File: src/common/cart_config.svh
//////////////////////////////////////////////////
// Header addresses, cartridge ID strings, lightgun
// default and cheat download index
//////////////////////////////////////////////////
`ifndef CART_CONFIG_SVH
`define CART_CONFIG_SVH

// Cartridge header layout
`define CART_ID_ADDR      25'h180
`define CART_CRC_ADDR     25'h18E
`define CART_QUIRK_ADDR   25'h190
`define CART_RGN_ADDR0    25'h1F0
`define CART_RGN_ADDR1    25'h1F2
`define CART_HDR_END      25'h200
`define REALTEC_ADDR      25'h7E100

`define GUN_DELAY_DEFAULT 8'd44
`define CHEAT_INDEX       8'hFF

// Per-game IDs, serial part of the header
`define ID_BANK_EEP_0     "T-081276"
`define ID_BANK_EEP_1     "T-81406 "
`define ID_EEP_MAP1       "T-50446 "
`define ID_EEP_MAP2       "G-4060  "
`define ID_EEP_MAP3       "T-081326"
`define ID_NORAM          "T-113016"
`define ID_FMBUSY_0       "T-35036 "
`define ID_FMBUSY_1       "T-25073 "
`define ID_SF001          "SF-001"
`define ID_SF002          "SF-002"
`define ID_SF004          "SF-004"
`define SF001_CRC         16'h3E08
`define ID_GUN_BODY_COUNT "MK-1533 "
`define ID_GUN_LETHAL     "T-95096-"
`define ID_GUN_LETHAL_2   "T-95136-"
`define ID_GUN_T2         "T-081156"
`define REALTEC_ID        "SEGA"

`endif

File: src/common/ioctl_pkg.sv
//////////////////////////////////////////////////
// Download stream word and download event types
//////////////////////////////////////////////////
package ioctl_pkg;

	// One word of the download stream, wr is a single-cycle strobe
	typedef struct packed {
		logic        wr;
		logic [24:0] addr;
		logic [15:0] data;
	} ioctl_beat_t;

	// Download events seen by the header logic
	typedef struct packed {
		logic start;  // One cycle, download began
		logic done;   // One cycle, download ended
		logic active; // Cartridge download in progress
	} dl_event_t;

endpackage

File: src/common/cart_pkg.sv
//////////////////////////////////////////////////
// Region, quirk, cartridge info and cheat types
//////////////////////////////////////////////////
package cart_pkg;

	typedef enum logic [1:0] {
		JP = 2'd0,
		US = 2'd1,
		EU = 2'd2
	} region_t;

	typedef enum logic [1:0] {
		FILE_EXT = 2'd0,
		HEADER   = 2'd1,
		DISABLED = 2'd2
	} region_mode_t;

	// First entry of each order is the fallback
	typedef enum logic [1:0] {
		PRIO_UEJ = 2'd0,
		PRIO_EUJ = 2'd1,
		PRIO_UJE = 2'd2,
		PRIO_JUE = 2'd3
	} region_prio_t;

	typedef struct packed {
		logic    valid;
		region_t region;
	} region_req_t;

	typedef logic [87:0] cart_id_t;

	typedef struct packed {
		logic [2:0] eeprom_map;
		logic       bank_eeprom;
		logic       noram;
		logic       fmbusy;
		logic       realtec;
		logic [2:0] sf_map;
		logic       gun_type;
		logic [7:0] gun_delay;
	} quirk_t;

	typedef struct packed {
		logic [24:0] rom_size;
		logic        s32x;
		quirk_t      quirk;
		logic        valid;
	} cart_info_t;

	// Strobe on top, then fields in big-endian code order
	typedef struct packed {
		logic        strobe;
		logic [31:0] flags;
		logic [31:0] addr;
		logic [31:0] compare;
		logic [31:0] replace;
	} cheat_code_t;

	typedef struct packed {
		region_mode_t mode;
		region_prio_t prio;
	} settings_t;

endpackage

File: src/download_tracker.sv
//////////////////////////////////////////////////
// Download edge events, ROM size and 32X flag
//////////////////////////////////////////////////
`timescale 1ns/100ps
`include "cart_config.svh"

module download_tracker import ioctl_pkg::*; (
	input  logic        clk_sys,
	input  logic        RESET,
	input  ioctl_beat_t ioctl,
	input  logic        ioctl_download,
	input  logic [7:0]  ioctl_index,
	output dl_event_t   dl,
	output logic [24:0] rom_size,
	output logic        s32x,
	output logic        info_valid
);

	logic        cart_dl;
	logic        dl_rise;
	logic        dl_fall;
	logic [24:0] last_addr;

	assign cart_dl = ioctl_download && (ioctl_index != `CHEAT_INDEX); // Cheat index excluded
	assign dl_rise = cart_dl && !dl.active;
	assign dl_fall = !cart_dl && dl.active;

	always_ff @(posedge clk_sys) begin
		if (RESET) begin
			dl         <= '0;
			s32x       <= 1'b0;
			info_valid <= 1'b0;
		end else begin
			dl.active <= cart_dl;
			dl.start  <= dl_rise;
			dl.done   <= dl_fall;
			if (dl_rise)
				s32x <= &ioctl_index[7:6];
			if (dl.start)
				info_valid <= 1'b0;
			else if (dl.done)
				info_valid <= 1'b1; // Info stable once the download is over
		end
	end

	// Last cartridge word address becomes the ROM size
	always_ff @(posedge clk_sys) begin
		if (ioctl.wr && cart_dl)
			last_addr <= ioctl.addr;
		if (dl_fall)
			rom_size <= last_addr;
	end

endmodule

File: src/cart_header/header_field_capture.sv
//////////////////////////////////////////////////
// Byte-swapped header field capture
//////////////////////////////////////////////////
`timescale 1ns/100ps

module header_field_capture import ioctl_pkg::*; #(
	parameter type         T     = logic [15:0],
	parameter logic [24:0] ADDR  = '0,
	parameter int          WORDS = 1
) (
	input  logic        clk_sys,
	input  logic        RESET,
	input  ioctl_beat_t ioctl,
	input  dl_event_t   dl,
	output T            field
);

	localparam int BUF_W = WORDS * 16;

	logic [BUF_W-1:0] buf_q;

	// First word lands in the top bits, an odd tail byte is dropped
	always_ff @(posedge clk_sys) begin
		if (RESET || dl.start) begin
			buf_q <= '0;
		end else if (ioctl.wr) begin
			for (int k = 0; k < WORDS; k++) begin
				if (ioctl.addr == ADDR + 25'(2 * k))
					buf_q[BUF_W-1-16*k -: 16] <= {ioctl.data[7:0], ioctl.data[15:8]};
			end
		end
	end

	assign field = T'(buf_q[BUF_W-1 -: $bits(T)]);

endmodule

File: src/cart_header/region_detect.sv
//////////////////////////////////////////////////
// Region letters from the header, region request
//////////////////////////////////////////////////
`timescale 1ns/100ps
`include "cart_config.svh"

module region_detect import ioctl_pkg::*, cart_pkg::*; (
	input  logic        clk_sys,
	input  logic        RESET,
	input  ioctl_beat_t ioctl,
	input  dl_event_t   dl,
	input  logic [7:0]  ioctl_index,
	input  settings_t   settings,
	output region_req_t region_req
);

	logic [2:0] hdr_flags; // {E, U, J}
	logic [2:0] word_flags;
	logic       hdr_end_q;

	// Letter to flags, old headers may carry a hex digit instead
	function automatic logic [2:0] char_flags(input logic [7:0] c, input logic hex_ok);
		logic [3:0] hx;
		hx = c[3:0] - 4'd7;
		if (c == "J")
			return 3'b001;
		else if (c == "U")
			return 3'b010;
		else if (c == "E")
			return 3'b100;
		else if (hex_ok && c >= "0" && c <= "9")
			return {c[3], c[2], c[0]};
		else if (hex_ok && c >= "A" && c <= "F")
			return {hx[3], hx[2], hx[0]};
		return 3'b000;
	endfunction

	function automatic region_t pick(input region_prio_t prio, input logic [2:0] f);
		case (prio)
			PRIO_EUJ: return f[2] ? EU : f[1] ? US : f[0] ? JP : EU;
			PRIO_UJE: return f[1] ? US : f[0] ? JP : f[2] ? EU : US;
			PRIO_JUE: return f[0] ? JP : f[1] ? US : f[2] ? EU : JP;
			default:  return f[1] ? US : f[2] ? EU : f[0] ? JP : US;
		endcase
	endfunction

	always_comb begin
		word_flags = '0;
		if (ioctl.addr == `CART_RGN_ADDR0)
			word_flags = char_flags(ioctl.data[7:0], 1'b1) | char_flags(ioctl.data[15:8], 1'b0);
		else if (ioctl.addr == `CART_RGN_ADDR1)
			word_flags = char_flags(ioctl.data[7:0], 1'b0) | char_flags(ioctl.data[15:8], 1'b0);
	end

	always_ff @(posedge clk_sys) begin
		if (RESET) begin
			hdr_flags  <= '0;
			hdr_end_q  <= 1'b0;
			region_req <= '0;
		end else begin
			hdr_end_q <= ioctl.wr && (ioctl.addr == `CART_HDR_END);
			if (dl.start)
				hdr_flags <= '0;
			else if (ioctl.wr)
				hdr_flags <= hdr_flags | word_flags;

			// Second stage, flags are final by now
			region_req.valid <= hdr_end_q &&
				(settings.mode == HEADER || settings.mode == FILE_EXT);
			if (hdr_end_q) begin
				if (settings.mode == HEADER)
					region_req.region <= pick(settings.prio, hdr_flags);
				else
					region_req.region <= region_t'(ioctl_index[7:6]); // From file extension
			end
		end
	end

endmodule

File: src/cart_header/quirk_lookup.sv
//////////////////////////////////////////////////
// Per-game quirk table lookup
//////////////////////////////////////////////////
`timescale 1ns/100ps
`include "cart_config.svh"

module quirk_lookup import ioctl_pkg::*, cart_pkg::*; (
	input  logic        clk_sys,
	input  logic        RESET,
	input  ioctl_beat_t ioctl,
	input  dl_event_t   dl,
	input  cart_id_t    cart_id,
	input  logic [15:0] crc,
	input  logic [31:0] realtec_id,
	output quirk_t      quirk
);

	logic [63:0] id8; // Serial field
	logic [47:0] id6; // Short IDs of unlicensed carts

	assign id8 = cart_id[63:0];
	assign id6 = cart_id[87:40];

	always_ff @(posedge clk_sys) begin
		if (RESET || dl.start) begin
			quirk <= '0;
		end else if (ioctl.wr) begin
			if (ioctl.addr == `CART_QUIRK_ADDR) begin
				// Mapper quirks, first match wins
				if (id8 == `ID_BANK_EEP_0 || id8 == `ID_BANK_EEP_1)
					quirk.bank_eeprom <= 1'b1;
				else if (id8 == `ID_EEP_MAP1)
					quirk.eeprom_map <= 3'b001;
				else if (id8 == `ID_EEP_MAP2)
					quirk.eeprom_map <= 3'b010;
				else if (id8 == `ID_EEP_MAP3)
					quirk.eeprom_map <= 3'b011;
				else if (id8 == `ID_NORAM)
					quirk.noram <= 1'b1;
				else if (id8 == `ID_FMBUSY_0 || id8 == `ID_FMBUSY_1)
					quirk.fmbusy <= 1'b1;
				else if (id6 == `ID_SF001)
					quirk.sf_map <= {crc == `SF001_CRC, 2'b01}; // Revision told apart by CRC
				else if (id6 == `ID_SF002)
					quirk.sf_map <= 3'b110;
				else if (id6 == `ID_SF004)
					quirk.sf_map <= 3'b111;

				// Lightgun type and sensor delay
				if (id8 == `ID_GUN_BODY_COUNT) begin
					quirk.gun_type  <= 1'b0;
					quirk.gun_delay <= 8'd100;
				end else if (id8 == `ID_GUN_LETHAL) begin
					quirk.gun_type  <= 1'b1;
					quirk.gun_delay <= 8'd52;
				end else if (id8 == `ID_GUN_LETHAL_2) begin
					quirk.gun_type  <= 1'b1;
					quirk.gun_delay <= 8'd30;
				end else if (id8 == `ID_GUN_T2) begin
					quirk.gun_type  <= 1'b0;
					quirk.gun_delay <= 8'd126;
				end else begin
					quirk.gun_type  <= 1'b0;
					quirk.gun_delay <= `GUN_DELAY_DEFAULT;
				end
			end

			// Realtec signature is complete two words later
			if (ioctl.addr == (`REALTEC_ADDR + 25'd4) && realtec_id == `REALTEC_ID)
				quirk.realtec <= 1'b1;
		end
	end

endmodule

File: src/cheat/cheat_code_loader.sv
//////////////////////////////////////////////////
// Cheat code assembly from download words
//////////////////////////////////////////////////
`timescale 1ns/100ps

module cheat_code_loader import ioctl_pkg::*, cart_pkg::*; (
	input  logic        clk_sys,
	input  logic        RESET,
	input  ioctl_beat_t ioctl,
	input  logic        cheat_sel,
	output cheat_code_t cheat,
	output logic        cheat_clear
);

	logic        code_wr;
	logic        strobe_q;
	logic [31:0] flags_q;
	logic [31:0] addr_q;
	logic [31:0] cmp_q;
	logic [31:0] repl_q;

	assign code_wr = ioctl.wr && cheat_sel;

	// Eight words per code, low half first
	always_ff @(posedge clk_sys) begin
		if (code_wr) begin
			case (ioctl.addr[3:0])
				4'd0:    flags_q[15:0]  <= ioctl.data;
				4'd2:    flags_q[31:16] <= ioctl.data;
				4'd4:    addr_q[15:0]   <= ioctl.data;
				4'd6:    addr_q[31:16]  <= ioctl.data;
				4'd8:    cmp_q[15:0]    <= ioctl.data;
				4'd10:   cmp_q[31:16]   <= ioctl.data;
				4'd12:   repl_q[15:0]   <= ioctl.data;
				4'd14:   repl_q[31:16]  <= ioctl.data;
				default: ;
			endcase
		end
	end

	always_ff @(posedge clk_sys) begin
		if (RESET) begin
			strobe_q    <= 1'b0;
			cheat_clear <= 1'b0;
		end else begin
			// Address bit 31 marks a disabled code
			strobe_q    <= code_wr && (ioctl.addr[3:0] == 4'd14) && !addr_q[31];
			cheat_clear <= code_wr && (ioctl.addr == '0); // New cheat file
		end
	end

	assign cheat = '{strobe: strobe_q, flags: flags_q, addr: addr_q,
		compare: cmp_q, replace: repl_q};

endmodule

File: src/cart_loader_top.sv
//////////////////////////////////////////////////
// Cartridge load front end, top level
//////////////////////////////////////////////////
`timescale 1ns/100ps
`include "cart_config.svh"

module cart_loader_top import ioctl_pkg::*, cart_pkg::*; (
	input  logic        clk_sys,
	input  logic        RESET,
	input  ioctl_beat_t ioctl,
	input  logic        ioctl_download,
	input  logic [7:0]  ioctl_index,
	input  settings_t   settings,
	output cart_info_t  cart_info,
	output region_req_t region_req,
	output cheat_code_t cheat,
	output logic        cheat_clear
);

	dl_event_t   dl;
	ioctl_beat_t cart_beat;
	logic        cheat_sel;
	logic [24:0] rom_size;
	logic        s32x;
	logic        info_valid;
	cart_id_t    cart_id;
	logic [15:0] crc;
	logic [31:0] realtec_id;
	quirk_t      quirk;

	// Cheat words never reach the header logic
	assign cheat_sel = ioctl_download && (ioctl_index == `CHEAT_INDEX);
	assign cart_beat = '{wr: ioctl.wr && ioctl_download && !cheat_sel,
		addr: ioctl.addr, data: ioctl.data};

	assign cart_info = '{rom_size: rom_size, s32x: s32x, quirk: quirk, valid: info_valid};

	download_tracker u_download_tracker (
		.clk_sys(clk_sys), .RESET(RESET), .ioctl(ioctl), .ioctl_download(ioctl_download),
		.ioctl_index(ioctl_index), .dl(dl), .rom_size(rom_size), .s32x(s32x),
		.info_valid(info_valid)
	);

	header_field_capture #(.T(cart_id_t), .ADDR(`CART_ID_ADDR), .WORDS(6)) u_id_capture (
		.clk_sys(clk_sys), .RESET(RESET), .ioctl(cart_beat), .dl(dl), .field(cart_id)
	);

	header_field_capture #(.T(logic [15:0]), .ADDR(`CART_CRC_ADDR), .WORDS(1)) u_crc_capture (
		.clk_sys(clk_sys), .RESET(RESET), .ioctl(cart_beat), .dl(dl), .field(crc)
	);

	header_field_capture #(.T(logic [31:0]), .ADDR(`REALTEC_ADDR), .WORDS(2)) u_rt_capture (
		.clk_sys(clk_sys), .RESET(RESET), .ioctl(cart_beat), .dl(dl), .field(realtec_id)
	);

	quirk_lookup u_quirk_lookup (
		.clk_sys(clk_sys), .RESET(RESET), .ioctl(cart_beat), .dl(dl), .cart_id(cart_id),
		.crc(crc), .realtec_id(realtec_id), .quirk(quirk)
	);

	region_detect u_region_detect (
		.clk_sys(clk_sys), .RESET(RESET), .ioctl(cart_beat), .dl(dl),
		.ioctl_index(ioctl_index), .settings(settings), .region_req(region_req)
	);

	cheat_code_loader u_cheat_code_loader (
		.clk_sys(clk_sys), .RESET(RESET), .ioctl(ioctl), .cheat_sel(cheat_sel),
		.cheat(cheat), .cheat_clear(cheat_clear)
	);

endmodule

File: config.mk
export PLATFORM = sky130hd
export DESIGN_NAME = cart_loader_top
export DESIGN_NICKNAME = d
export VERILOG_FILES = /design/src/common/ioctl_pkg.sv /design/src/common/cart_pkg.sv /design/src/download_tracker.sv /design/src/cart_header/header_field_capture.sv /design/src/cart_header/region_detect.sv /design/src/cart_header/quirk_lookup.sv /design/src/cheat/cheat_code_loader.sv /design/src/cart_loader_top.sv
export VERILOG_INCLUDE_DIRS = /design/src /design/src/common
export SDC_FILE = /design/constraint.sdc
export NUM_CORES = 1
export LEC_CHECK = 0
export ABC_AREA = 1
export CAP_MARGIN = 25
export CORE_ASPECT_RATIO = 0.5
export CORE_UTILIZATION = 56
export CTS_BUF_LIST = sky130_fd_sc_hd__clkbuf_2 sky130_fd_sc_hd__clkbuf_4 sky130_fd_sc_hd__clkbuf_8
export DETAILED_ROUTE_END_ITERATION = 10
export DONT_BUFFER_PORTS = 1
export GPL_TIMING_DRIVEN = 0
export PLACE_DENSITY = 0.69
export SLEW_MARGIN = 20
export SYNTH_ARGS = -nofsm -noshare
export SYNTH_HDL_FRONTEND = slang
export SYNTH_SLANG_ARGS = --single-unit
File: constraint.sdc
create_clock -name clk_sys -period 3 [get_ports clk_sys]
set_input_delay 0.15 -clock clk_sys [delete_from_list [all_inputs] [get_ports clk_sys]]
set_output_delay 0.15 -clock clk_sys [all_outputs]
set_load 0.03 [all_outputs]
# Word-level counts from Yosys, hierarchy flattened
# Index checks and enable logic that the tools add are counted.
# op_classes
n_addsub	1
n_lt_le_gt_ge	4
n_eq_ne	50
muxes	64
n_bitwise	9
n_reduce_logical	55
# op_table
op	n
equality test 64 x 63 -> 1 bit, second input constant	12
equality test 25 x 9 -> 1 bit, second input constant	10
equality test 48 x 47 -> 1 bit, second input constant	3
two-way mux 3 bit	29
equality test 25 x 19 -> 1 bit, second input constant	3
equality test 8 x 7 -> 1 bit, second input constant	6
AND reduction 2 bit	20
equality test 32 x 31 -> 1 bit, second input constant	1
two-way mux 9 bit	3
equality test 25 x 10 -> 1 bit, second input constant	1
zero test 25 bit	1
two-way mux 2 bit	12
two-way mux 1 bit	18
equality test 16 x 14 -> 1 bit, second input constant	1
equality test 4 bit, second input constant	4
logical AND 1 bit	16
OR 3 bit	3
AND reduction 9 bit	1
equality test 4 x 3 -> 1 bit, second input constant	2
equality test 8 bit, second input constant	1
>= comparator 8 x 6 -> 1 bit, second input constant	1
>= comparator 8 x 7 -> 1 bit, second input constant	1
less-or-equal comparator 8 x 6 -> 1 bit, second input constant	1
less-or-equal comparator 8 x 7 -> 1 bit, second input constant	1
18 further kinds	32
# word_totals
regBits	355
in_bits	57
output_inout_bits	179
elab_cells	221

# Logic depth before layout (Yosys ltp)
# logic_depth
depth_word	13
ltp_mapped	13
ltp_nobuf	13

# Cells and area by module
# Synthesis repeated with hierarchy kept, for this count alone.
# hier_totals
cells_unflattened	2088
hier_area_um2	16311.9
# modules_own_cells
mod	instances	cells_per_inst	area_each_um2	seq_area_each_um2
header_field_capture (u_id_capture)	1	723	4535.6	1761.7
cheat_code_loader	1	179	4081.4	3883.7
quirk_lookup	1	567	2742.6	320.3
download_tracker	1	79	1706.6	1601.5
header_field_capture (u_rt_capture)	1	234	1451.4	640.6
header_field_capture (u_crc_capture)	1	135	888.4	320.3
region_detect	1	155	834.6	140.1
cart_loader_top	1	16	71.3	0.0

# Least setup slack after synthesis
# Ideal clock, no wire load.
# synth_timing
kind	input -> register
from	in ioctl_index[3]
to	reg u_cheat_code_loader.repl_q[0], enable pin
setup_time_ps	430
t_arrival_ps	2261
required_time_ps	2570
path_slack_ps	308
cell_stages	6
path_buffers	0
cell_sequence	nand2_1 nor2_1 nand4_1 inv_1 nand2_1 nor4_1
# synth_via
elab_chain_cells	4
# synth_rtl
element	line	rtl
from (decl)	cart_loader_top.sv:12	input logic [7:0] ioctl_index,
equality test 8 bit (no source line)	-	
logical AND 1 bit	cart_loader_top.sv:32	assign cheat_sel = ioctl_download && (ioctl_index == `CHEAT_INDEX);
logical AND 1 bit	cheat_code_loader.sv:22	assign code_wr = ioctl.wr && cheat_sel;
AND reduction 2 bit (no source line)	-	
to (signal assigned)	cheat_code_loader.sv:34	4'd12: repl_q[15:0] <= ioctl.data;
to (decl)	cheat_code_loader.sv:20	logic [31:0] repl_q;
# Every way passes these cells.
# A chain may end at the register's enable or synchronous reset.

# Worst setup path after layout
# layout_timing
from	in ioctl_download
to	reg u_rt_capture.buf_q[9] (netlist: u_rt_capture.field[9])
# layout_via
elab_chain_cells	4
word_cells_on_any_way	5
cone_classes	reduce/logical (5)
# layout_rtl
element	line	rtl
from (decl)	cart_loader_top.sv:11	input logic ioctl_download,
logical AND 1 bit	cart_loader_top.sv:32	
zero test 1 bit	cart_loader_top.sv:33	assign cart_beat = '{wr: ioctl.wr && ioctl_download && !cheat_sel,
logical AND 1 bit (*)	cart_loader_top.sv:33	
AND reduction 2 bit (no source line) (*)	-	
to (signal, indexed assignment)	header_field_capture.sv:29	buf_q[BUF_W-1-16*k -: 16] <= {ioctl.data[7:0], ioctl.data[15:8]};
to (decl)	header_field_capture.sv:20	logic [BUF_W-1:0] buf_q;
# Mark *: on every way between the ends. The rest lies on a longest branch, timed or not.

==> results_dict.tcl <==
set metrics [dict create \
    status "completed" \
    drv_slew 0 \
    p_switching_mw 2.08 \
    period_needed_ps 2620 \
    portBuffers 0 \
    hold_viol 0 \
    numCtsBuffers 47 \
    diodes 0 \
    cts_tree "done" \
    cts.reportedPaths.clkPinSlew_ps 70 \
    grt_pass1_vias 10100 \
    grt_remaining_overflow 0 \
    start_util 0.580 \
    synth-seq-area-share 0.645 \
    wire_per_inst_um 20.8 \
    htreeDepth 2 \
    vias 10900 \
    power_frac_clock 0.411 \
    placed_cell_area_sq_um 14000 \
    final_common_cell "nor2_1" \
    ant_nets 0 \
    sw_frac_of_total 0.227 \
    drtIter0Drc 1242 \
    final_net_count 1586 \
    grt.total_usage 0.315 \
    wirelength_um 39000 \
    syn_avg_cell_area_sq_um 9.51 \
    gp_congestion 0.930 \
    clk_latency_ps 590 \
    power.internal_mw 7.06 \
    irDropWorstVdd_mv 0.278 \
    fmax_mhz 382 \
    final-seq-area_sq_um 8670 \
    critPathMaxStageDelay_ps 580 \
    power_density_nw_per_um2 589 \
    syn_area_sq_um 13400 \
    rsz0062_at_grt "no" \
    rows 39 \
    leakagePower_nw 5.42 \
    tightest_slew_ps 988 \
    pwr-share-seq 0.549 \
    synth_top_area_frac 0.398 \
    grt_antenna_before_repair 2 \
    fin_crit_sh 0.873 \
    cts-root-buf "clkbuf_8" \
    yosys_register_bits 344 \
    die_y_um 112 \
    io_pins 236 \
    setup_tns_ps 0 \
    grt_pass1_wl_um 58900 \
    path_cells "dlygate4sd3_1, nand2_1, dlygate4sd3_1, inv_1, nand2_2, inv_1, buf_16, nand4_1, buf_2, o21ai_0, nor2_1" \
    grt_max_degree 26 \
    cp_slowest_cell "dlygate4sd3_1" \
    die_x_um 221 \
    required_ps 3480 \
    drcViolationCount 0 \
    synthToLayoutAreaGrowth_pct 15.5 \
    cts_sinks 344 \
    finClkSkew_ps 14.7 \
    clockBufferDepth 3 \
    core_sq_um 23200 \
    max-cap-violations 0 \
    yosysTopAreaCell "edfxtp_1" \
    synthDistinctLibCells 34 \
    p_comb_frac 0.040 \
    end_kind "register" \
    postSynthCellCount 1413 \
    postLayoutCellArea_sq_um 15500 \
    mostFrequentLayoutCells "nor2_1 (242), edfxtp_1 (178), nand2_1 (177)" \
    firstDrtPassIters 6 \
    setup_viol 0 \
    drive_gt1_frac 0.0971 \
    yosysWarnings 0 \
    vias_per_cell 5.80 \
    maxSlewHeadroom 0.339 \
    cp-start-kind "input port" \
    dpl.hpwl_um 26600 \
    crit_type "in2reg" \
    cp_data_arrival_time_ps 3100 \
    multi_input_comb_area_sq_um 3980 \
    die-area_sq_um 24700 \
    fillCellCount 1823 \
    synthTopCellsByArea "edfxtp_1 (40%), dfxtp_1 (25%), nor2_1 (7.0%)" \
    cp_max_fo 20 \
    min_path_type "in2reg" \
    postCtsSetupBuffers 0 \
]
## metrics by stage
step                      hold slack [ps]  utilization  instances  setup slack (ps)  power, mW
after floorplan                       228            -       1415               308       5.29
after global placement                230        0.597       1722             -1160       5.37
after detailed placement              233        0.604       1732               797       5.38
after CTS                           0.302        0.669       1872               463       9.14
after global routing                 56.7        0.669       1872               265       9.40
final                                35.8        0.669       1872               380       9.13
## final timing paths
| kind | from | endpoint | cells past startpoint | slack (ps) |
|---|---|---|---|---|
| hold reg to reg | u_download_tracker.last_addr[9]$_DFFE_PP_ | u_download_tracker.rom_size[9]$_DFFE_PP_ | 0 | 420 |
| setup reg to reg | u_region_detect.hdr_flags[0]$_SDFFE_PP0P_ | u_region_detect.region_req[0]$_SDFFE_PP0P_ | 7 | 820 |
| hold / removal | ioctl[16] | u_rt_capture.field[18]$_SDFFE_PP0P_ | 5 | 40 |
| setup / recovery | ioctl_download | u_rt_capture.field[9]$_SDFFE_PP0P_ | 11 | 380 |
## cell type report
cell class | instances | share of cell area
inverter | 143 | 0.0346
timing repair buffer | 65 | 0.0437
sequential | 344 | 0.559
clock buffer | 73 | 0.0567
multi-input combinational | 867 | 0.256
buffer | 61 | 0.0192
clock inverter | 12 | 0.00629
tap | 307 | 0.0248
## registers in the layout, summed over array words and instances (netlist names), 3 cells and up
register and flops:
u_crc_capture.field 16, u_region_detect.region_req 3, u_rt_capture.field 32, u_cheat_code_loader.flags_q 32, u_id_capture.buf_q 88, u_cheat_code_loader.cmp_q 32, u_download_tracker.dl 3, u_quirk_lookup.quirk 16
u_download_tracker.last_addr 25, u_cheat_code_loader.repl_q 32, u_cheat_code_loader.addr_q 32, u_download_tracker.rom_size 25, u_region_detect.hdr_flags 3
## timing repair
action | in CTS | in global routing
endpoints found under the setup margin | 0 | 0
hold buffers | 55 | 0
hold endpoints to repair | 202 | 0
gates resized for setup | 0 | 0
## metal layers
| metal | GRT usage | share of wire | vias up | routed length [um] |
|---|---|---|---|---|
| met5 | 0 | 0.00038 | - | 15 |
| met4 | 0.0825 | 0.019 | 2 | 731 |
| met3 | 0.0810 | 0.10 | 88 | 3970 |
| met2 | 0.517 | 0.47 | 573 | 18200 |
| met1 | 0.420 | 0.41 | 5214 | 16000 |
| li1 | - | - | 4973 | - |
## critical path, delay by kind of cell
| family | cells | cell delay (ps) |
|---|---|---|
| AO/OA/AOI/OAI | 1 | 190 |
| buffers and inverters | 6 | 2220 |
| AND/OR/NAND/NOR | 4 | 540 |
## cells in the mapped netlist, drive strengths merged
library cell    n
a21oi         140
nand3          55
o21ai         141
o21bai          1
dfxtp         166
xor2            2
nand2         183
clkbuf         33
a21boi          1
nor2          260
nand4          35
nand3b          2
nor3           31
o211ai          2
nor4            9
edfxtp        178
buf            28
clkinv          1
inv           142
and3b           1
a311oi          1
conb            1
## power by group through the flow
| stage | registers (mW) | logic [mW] | clock network (mW) |
|---|---|---|---|
| floorplan | 5.11 | 0.173 | 0 |
| CTS | 5.02 | 0.356 | 3.77 |
| global placement | 5.12 | 0.247 | 0 |
| global route | 5.01 | 0.394 | 3.99 |
| finish | 5.02 | 0.368 | 3.75 |
| detailed placement | 5.12 | 0.260 | 0 |
## logic make-up (layout without fill, tap and decap cells)
| family | Yosys count | count (layout) | share of synthesized area |
|---|---|---|---|
| compound gates | 286 | 286 | 0.108 |
| xor+xnor | 2 | 2 | 0.00130 |
| simple gates | 576 | 576 | 0.184 |
| other cells | 1 | 3 | 0.000279 |
| buf+inv | 204 | 354 | 0.0621 |
| flops | 344 | 344 | 0.645 |
Note: power is estimated with default switching activity, not from simulation.
